$ cat src/logic/flowMuxPkg.sv
// Fixes one build of four flows with 16-bit words, and FlowIdxWidth must be wide enough for NumFlows
`default_nettype none

package flowMuxPkg;

  // --------------------
  // Sizes
  // --------------------

  // Number of push flows into the mux
  localparam int NumFlows = 4;

  // Bits in one data word
  localparam int DataWidth = 16;

  // Bits needed to name one flow
  localparam int FlowIdxWidth = 2;

  // --------------------
  // Types
  // --------------------

  // One bit per flow, used for request, grant, valid and ready
  typedef logic [NumFlows-1:0] flowVecT;

  // Flow number, as held by the round-robin pointer
  typedef logic [FlowIdxWidth-1:0] flowIdxT;

  // A single data word
  typedef logic [DataWidth-1:0] dataT;

  // All push words side by side, flow 0 in the low bits
  typedef logic [NumFlows*DataWidth-1:0] flowDataT;

endpackage : flowMuxPkg

`default_nettype wire

$ cat src/logic/flowArbCore.sv
// Purely combinational, and it relies on a grant that is one-hot or zero and zero only without requests
`timescale 1ns/1ns
`default_nettype none

module flowArbCore (
  input  flowMuxPkg::flowVecT pushValid,
  input  logic                popReady,
  input  flowMuxPkg::flowVecT grant,
  output flowMuxPkg::flowVecT request,
  output logic                enablePriorityUpdate,
  output flowMuxPkg::flowVecT pushReady,
  output logic                popValidUnstable
);

  // --------------------
  // Request side
  // --------------------

  // Every valid flow competes for the output
  assign request = pushValid;

  // --------------------
  // Handshake
  // --------------------

  // Only the granted flow sees ready
  // Ready from the consumer passes straight through
  assign pushReady = grant & {flowMuxPkg::NumFlows{popReady}};

  // Some flow is granted whenever any flow is valid
  // Pop valid can drop if that flow withdraws
  assign popValidUnstable = |grant;

  // --------------------
  // Priority update
  // --------------------

  // Move the round-robin order only when a word actually leaves
  // Stalls keep the order so the winner may change freely
  assign enablePriorityUpdate = popValidUnstable & popReady;

endmodule : flowArbCore

`default_nettype wire

$ cat src/logic/flowMuxCore.sv
// Needs an external arbiter for grant, and clk and rstN are carried but unused by its combinational logic
`timescale 1ns/1ns
`default_nettype none

module flowMuxCore (
  input  logic                 clk,
  input  logic                 rstN,
  // Arbiter side
  output flowMuxPkg::flowVecT  request,
  input  flowMuxPkg::flowVecT  grant,
  output logic                 enablePriorityUpdate,
  // Push side
  output flowMuxPkg::flowVecT  pushReady,
  input  flowMuxPkg::flowVecT  pushValid,
  input  flowMuxPkg::flowDataT pushData,
  // Pop side
  input  logic                 popReady,
  output logic                 popValidUnstable,
  output flowMuxPkg::dataT     popDataUnstable
);

  // --------------------
  // Control path
  // --------------------

  // Valid, ready and priority update from the shared grant
  flowArbCore arbCore0 (
    .pushValid            (pushValid),
    .popReady             (popReady),
    .grant                (grant),
    .request              (request),
    .enablePriorityUpdate (enablePriorityUpdate),
    .pushReady            (pushReady),
    .popValidUnstable     (popValidUnstable)
  );

  // --------------------
  // Data path
  // --------------------

  // Same grant picks the word
  // The popped word always belongs to the flow whose ready is high
  onehotMux dataMux0 (
    .select (grant),
    .in     (pushData),
    .out    (popDataUnstable)
  );

endmodule : flowMuxCore

`default_nettype wire

$ cat src/logic/onehotMux.sv
// Select must be one-hot or zero, since two set bits OR their words together
`timescale 1ns/1ns
`default_nettype none

module onehotMux (
  input  flowMuxPkg::flowVecT  select,
  input  flowMuxPkg::flowDataT in,
  output flowMuxPkg::dataT     out
);

  // --------------------
  // AND-OR select
  // --------------------

  // Gate each word by its select bit, then fold with OR
  // Empty select yields an all-zero word
  always_comb begin
    flowMuxPkg::dataT word;
    out  = '0;
    word = '0;
    for (int i = 0; i < flowMuxPkg::NumFlows; i++) begin
      // Slice flow i out of the packed input
      word = in[i*flowMuxPkg::DataWidth +: flowMuxPkg::DataWidth];
      out  = out | (word & {flowMuxPkg::DataWidth{select[i]}});
    end
  end

endmodule : onehotMux

`default_nettype wire

$ cat config.mk
export PLATFORM = sky130hd
export DESIGN_NAME = flowMuxCore
export DESIGN_NICKNAME = d
export VERILOG_FILES = /design/src/logic/flowMuxPkg.sv /design/src/logic/flowArbCore.sv /design/src/logic/flowMuxCore.sv /design/src/logic/onehotMux.sv
export SDC_FILE = /design/constraint.sdc
export NUM_CORES = 1
export LEC_CHECK = 0
export ABC_AREA = 1
export BUFFER_PORTS_ARGS = -buffer_cell sky130_fd_sc_hd__buf_2
export CAP_MARGIN = 20
export CORE_UTILIZATION = 29
export DETAILED_ROUTE_END_ITERATION = 12
export PLACE_DENSITY = 0.79
export SETUP_SLACK_MARGIN = 0.4
export SLEW_MARGIN = 20
export SYNTH_ARGS = -nofsm -noshare
export SYNTH_HDL_FRONTEND = slang
export SYNTH_SLANG_ARGS = --single-unit
export TNS_END_PERCENT = 1
$ cat constraint.sdc
create_clock -name vclk -period 0.8
set_input_delay 0.04 -clock vclk [all_inputs]
set_output_delay 0.04 -clock vclk [all_outputs]
set_load 0.1 [all_outputs]
== After elaboration in Yosys (flattened, before gate mapping) ==
Index checks and enable logic that the tools add are counted.
Cells by class
  bitwise operators: 9
  reductions and logical operators: 1
Operator list (number)
  16-bit bitwise AND: 4
  16-bit OR: 3
  4-bit bitwise AND: 1
  4-bit OR reduction: 1
  1-bit bitwise AND: 1
Storage, ports and cells
  register bits: 0
  input port bits: 75
  output and inout port bits: 26

== Longest topological paths before layout ==
  depth after elaboration: 4
  depth in mapped cells: 6
  gate-level depth less buffers: 4

== Hierarchy ==
From an unflattened synthesis, not the netlist that was laid out.
Unflattened totals
  cells, all modules: 169
  area total of the unflattened synthesis: 735.7 um2
Modules (own cells, without submodules)
  onehotMux: instances 1, cells each 152, area each 651.9 um2, sequential area each 0.0 um2
  flowArbCore: instances 1, cells each 17, area each 83.8 um2, sequential area each 0.0 um2

== Least setup slack after synthesis ==
No wires, ideal clock.
  path kind: input to output
  start: input port grant[3]
  end: output port enablePriorityUpdate
  arrival: 1205 ps
  setup slack: -445 ps
  cell stages on the path: 4
  path buffers: 2
  path through: buf_6 -> buf_6 -> nor2_2 -> a21oi_2
On the way
  cells in the longest elaborated chain, start to end: 2
RTL lines
  start, declared: RTL line flowMuxCore.sv:10  | input flowMuxPkg::flowVecT grant,
  4-bit OR reduction: RTL line flowArbCore.sv:32  | assign popValidUnstable = |grant;
  1-bit bitwise AND: RTL line flowArbCore.sv:40  | assign enablePriorityUpdate = popValidUnstable & popReady;
  end, declared: RTL line flowMuxCore.sv:11  | output logic enablePriorityUpdate,
No other way between the ends.

== Worst setup path after layout ==
  start: input port grant[3]
  end: output port popDataUnstable[10]
On the way
  cells in the longest elaborated chain, start to end: 2
RTL lines
  16-bit bitwise AND: RTL line onehotMux.sv:24  | out = out | (word & {flowMuxPkg::DataWidth{select[i]}});
  16-bit OR: RTL line onehotMux.sv:24
  end, declared: RTL line flowMuxCore.sv:19  | output flowMuxPkg::dataT popDataUnstable
No other way between the ends.

==> results by stage <==
Status:
- The flow ran to the end, and the final reports show no timing, DRC or antenna violations.

STA:
- Setup repair after global routing could not meet its margin everywhere.
- Based on the critical path, the design can be clocked at up to 1.34 GHz.
- The number of slew-limit violations in the final report is 0.
- After routing, the total negative slack on setup checks comes to 0 ns.
- The ratio of final minimum period to clock period is 0.932.
- The tightest slew margin relative to the limit is 0.916.
- The worst path meets setup with 0.0546 ns of slack.
- The number of hold violations in the final report is 0.
- The total setup violations reported at the end of the flow is 0.
- Counting I/O delays and the setup requirement, the final critical path takes 0.745 ns.
- The slew at the pin with the worst max-slew slack is 0.125 ns.

Synth:
- The count of warnings emitted by yosys is 0.
- Of the synthesized area, sequential elements account for 0.
- The library cell with the largest summed area after synthesis is sky130_fd_sc_hd__nand2_1.
- Synthesis handed over a netlist of 169 instances.
- The number of different library cells in the post-synthesis netlist is 7.
- After synthesis, the cell types taking the most area are sky130_fd_sc_hd__nand2_1 61%, sky130_fd_sc_hd__inv_1 19%, sky130_fd_sc_hd__buf_6 11%, sky130_fd_sc_hd__buf_4 4.2%, sky130_fd_sc_hd__buf_8 2.1%.
- The synthesized netlist net count is 244.
- Each instance of the synthesized netlist takes up on average 4.28 um^2.
- The post-synthesis instance area is 723 um^2.
- The share of synthesized area in the top cell type comes to 0.607.

GRT:
- For this run the aggregate overflow at the end of global routing stands at 0.
- The largest net degree at the start of global routing is 19.
- The global-route usage over all layers is 0.245.
- The via count of the first global-routing pass is 1229.
- The initial antenna violation count is 0.
- The first global-routing pass estimated 5020 um of wire.

CTS:
- Buffers added to address setup during post-CTS repair amount to 0.
- Buffers inserted to repair hold after CTS numbered 0.

Power and ir drop:
- The cell leakage power is 0.00114 uW.
- The peak ir drop on the vdd network is 0.823 mV.
- The ratio of total power to cell area is 956 nW/um^2.

Floorplan:
- Measured along the y axis, the die boundary spans 51.9 um.
- The core area is 2280 um^2.
- The initial utilization of the core area, before any placement, comes to 0.318.
- The width of the die is 51.9 um.
- The I/O pin count is 101.
- The die footprint is 2700 um^2.
- The number of placement rows is 17.

Finish:
- The net count of the finished layout is 336.
- The layout has 0 clock buffers.
- The number of diodes is 0.
- The post-synthesis to final-layout area growth is 162%.
- The fraction of final layout cells sized beyond drive strength 1 is 0.645.
- Across the whole layout, storage elements account for 0 um^2.
- The number of sequential cells is 0.
- The finished cells cover 1890 um^2.

Route:
- The detailed-router iteration count before antenna repair is 4.
- The routed layout has 1268 vias.
- In this run the top signal layer used is met4.
- The met2 routed wirelength is 1880 um.
- The number of remaining DRC errors is 0.
- The antenna violation net count after detailed routing is 0.
- The detailed-routing wirelength on met1 is 1220 um.
- The detailed router's first-iteration violation count is 9.
- The total wirelength of the detailed-routed design is 3300 um.
- In the final routed layout, each cell accounts on average for 11.5 um.
- Using the TritonRoute via totals, the vias-per-cell ratio works out to 4.42.
- The met3 wire length is 180 um.

Critical path:
- The critical-path maximum fanout is 5.
- Data on the critical path arrives at its endpoint at 0.71 ns.
- The required time of the worst setup path is 0.76 ns.
- The critical path is of the input port to output port type.
- The kind of launch point of the worst setup path is an input port.
- The worst setup path is captured at an output port.

Min path:
- The path class of the lowest-slack min-delay path is input port to output port.

Place:
- Input and output buffers added on the ports amount to 91.
- The post-place setup slack is -0.0680 ns.
- Once detailed placement completed, the half-perimeter wirelength came to 2190 um.
- Routability-driven placement finished with a final weighted congestion of 0.767.
- Summing all placed instances gives a cell area of 1580 um^2.

Job:
- The number of max-cap violations is 0.
final timing paths:
kind | from | end | slack, ns | depth (start not counted)
max | grant[3] | popDataUnstable[10] | 0.05 | 7
min | pushValid[2] | request[2] | 0.08 | 0
power breakdown:
part           internal (uW)  leakage, uW  switching [uW]
Combinational            734      0.00114            1080
Sequential                 0            0               0
Clock                      0            0               0
worst max-delay path, stage by stage:
cell,delay (ns)
sky130_fd_sc_hd__buf_12,0.13
sky130_fd_sc_hd__buf_16,0.14
sky130_fd_sc_hd__nand2_2,0.05
sky130_fd_sc_hd__nand2_1,0.05
sky130_fd_sc_hd__inv_1,0.06
sky130_fd_sc_hd__nand2_2,0.06
sky130_fd_sc_hd__buf_12,0.16
synthesized netlist by cell type, drive strengths merged:
library cell,number
nand2,117
buf,12
a21oi,1
inv,37
nor2,2
kinds of logic (layout without fill, tap and decap cells):
| kind of cell | Yosys count | count (layout) | share of synthesized area |
|---|---|---|---|
| AND/OR/NAND/NOR | 119 | 119 | 0.625 |
| AO/OA/AOI/OAI | 1 | 1 | 0.0121 |
| buffers and inverters | 49 | 139 | 0.363 |
repair_timing:
| action | in CTS | in global routing |
|---|---|---|
| resized for setup | 38 | 26 |
| pin swaps | 18 | 11 |
| setup endpoints to repair | 22 | 22 |
| gates cloned | 6 | 0 |
placed cells by master (no fill, tap or decap):
| cell type | n |
|---|---|
| sky130_fd_sc_hd__inv_1 | 25 |
| sky130_fd_sc_hd__nor2_4 | 2 |
| sky130_fd_sc_hd__nand2_4 | 2 |
| sky130_fd_sc_hd__buf_2 | 65 |
| sky130_fd_sc_hd__buf_12 | 28 |
| sky130_fd_sc_hd__buf_16 | 6 |
| sky130_fd_sc_hd__clkinvlp_4 | 4 |
| sky130_fd_sc_hd__nand2_2 | 48 |
| sky130_fd_sc_hd__nand2_1 | 67 |
| sky130_fd_sc_hd__buf_8 | 2 |
| sky130_fd_sc_hd__buf_6 | 1 |
| sky130_fd_sc_hd__a21oi_4 | 1 |
| sky130_fd_sc_hd__inv_2 | 8 |
final cells by class:
class | instances | area (um^2)
fillers | 131 | 382
inverters | 37 | 154
multi-input cells | 120 | 613
well taps | 28 | 35.0
repair buffers | 102 | 1090
metal layers:
layer / GRT usage / vias to the layer above
met2: 0.500 / 55
met1: 0.261 / 564
li1: - / 645
met3: 0.0175 / 4
met4: 0.0631 / 0
met5: 0 / -
per-stage QoR:
step	power (uW)	cells	utilization	hold slack [ns]
6_report	1810	287	0.832	0.0800
2_1_floorplan	1080	169	-	0.272
5_1_grt	1890	287	0.832	0.0801
3_3_place_gp	1580	281	0.695	0.0807
3_5_place_dp	1600	281	0.695	0.0807
4_1_cts	1770	287	0.809	0.0807
No activity file was read; power rests on OpenSTA's default activity.
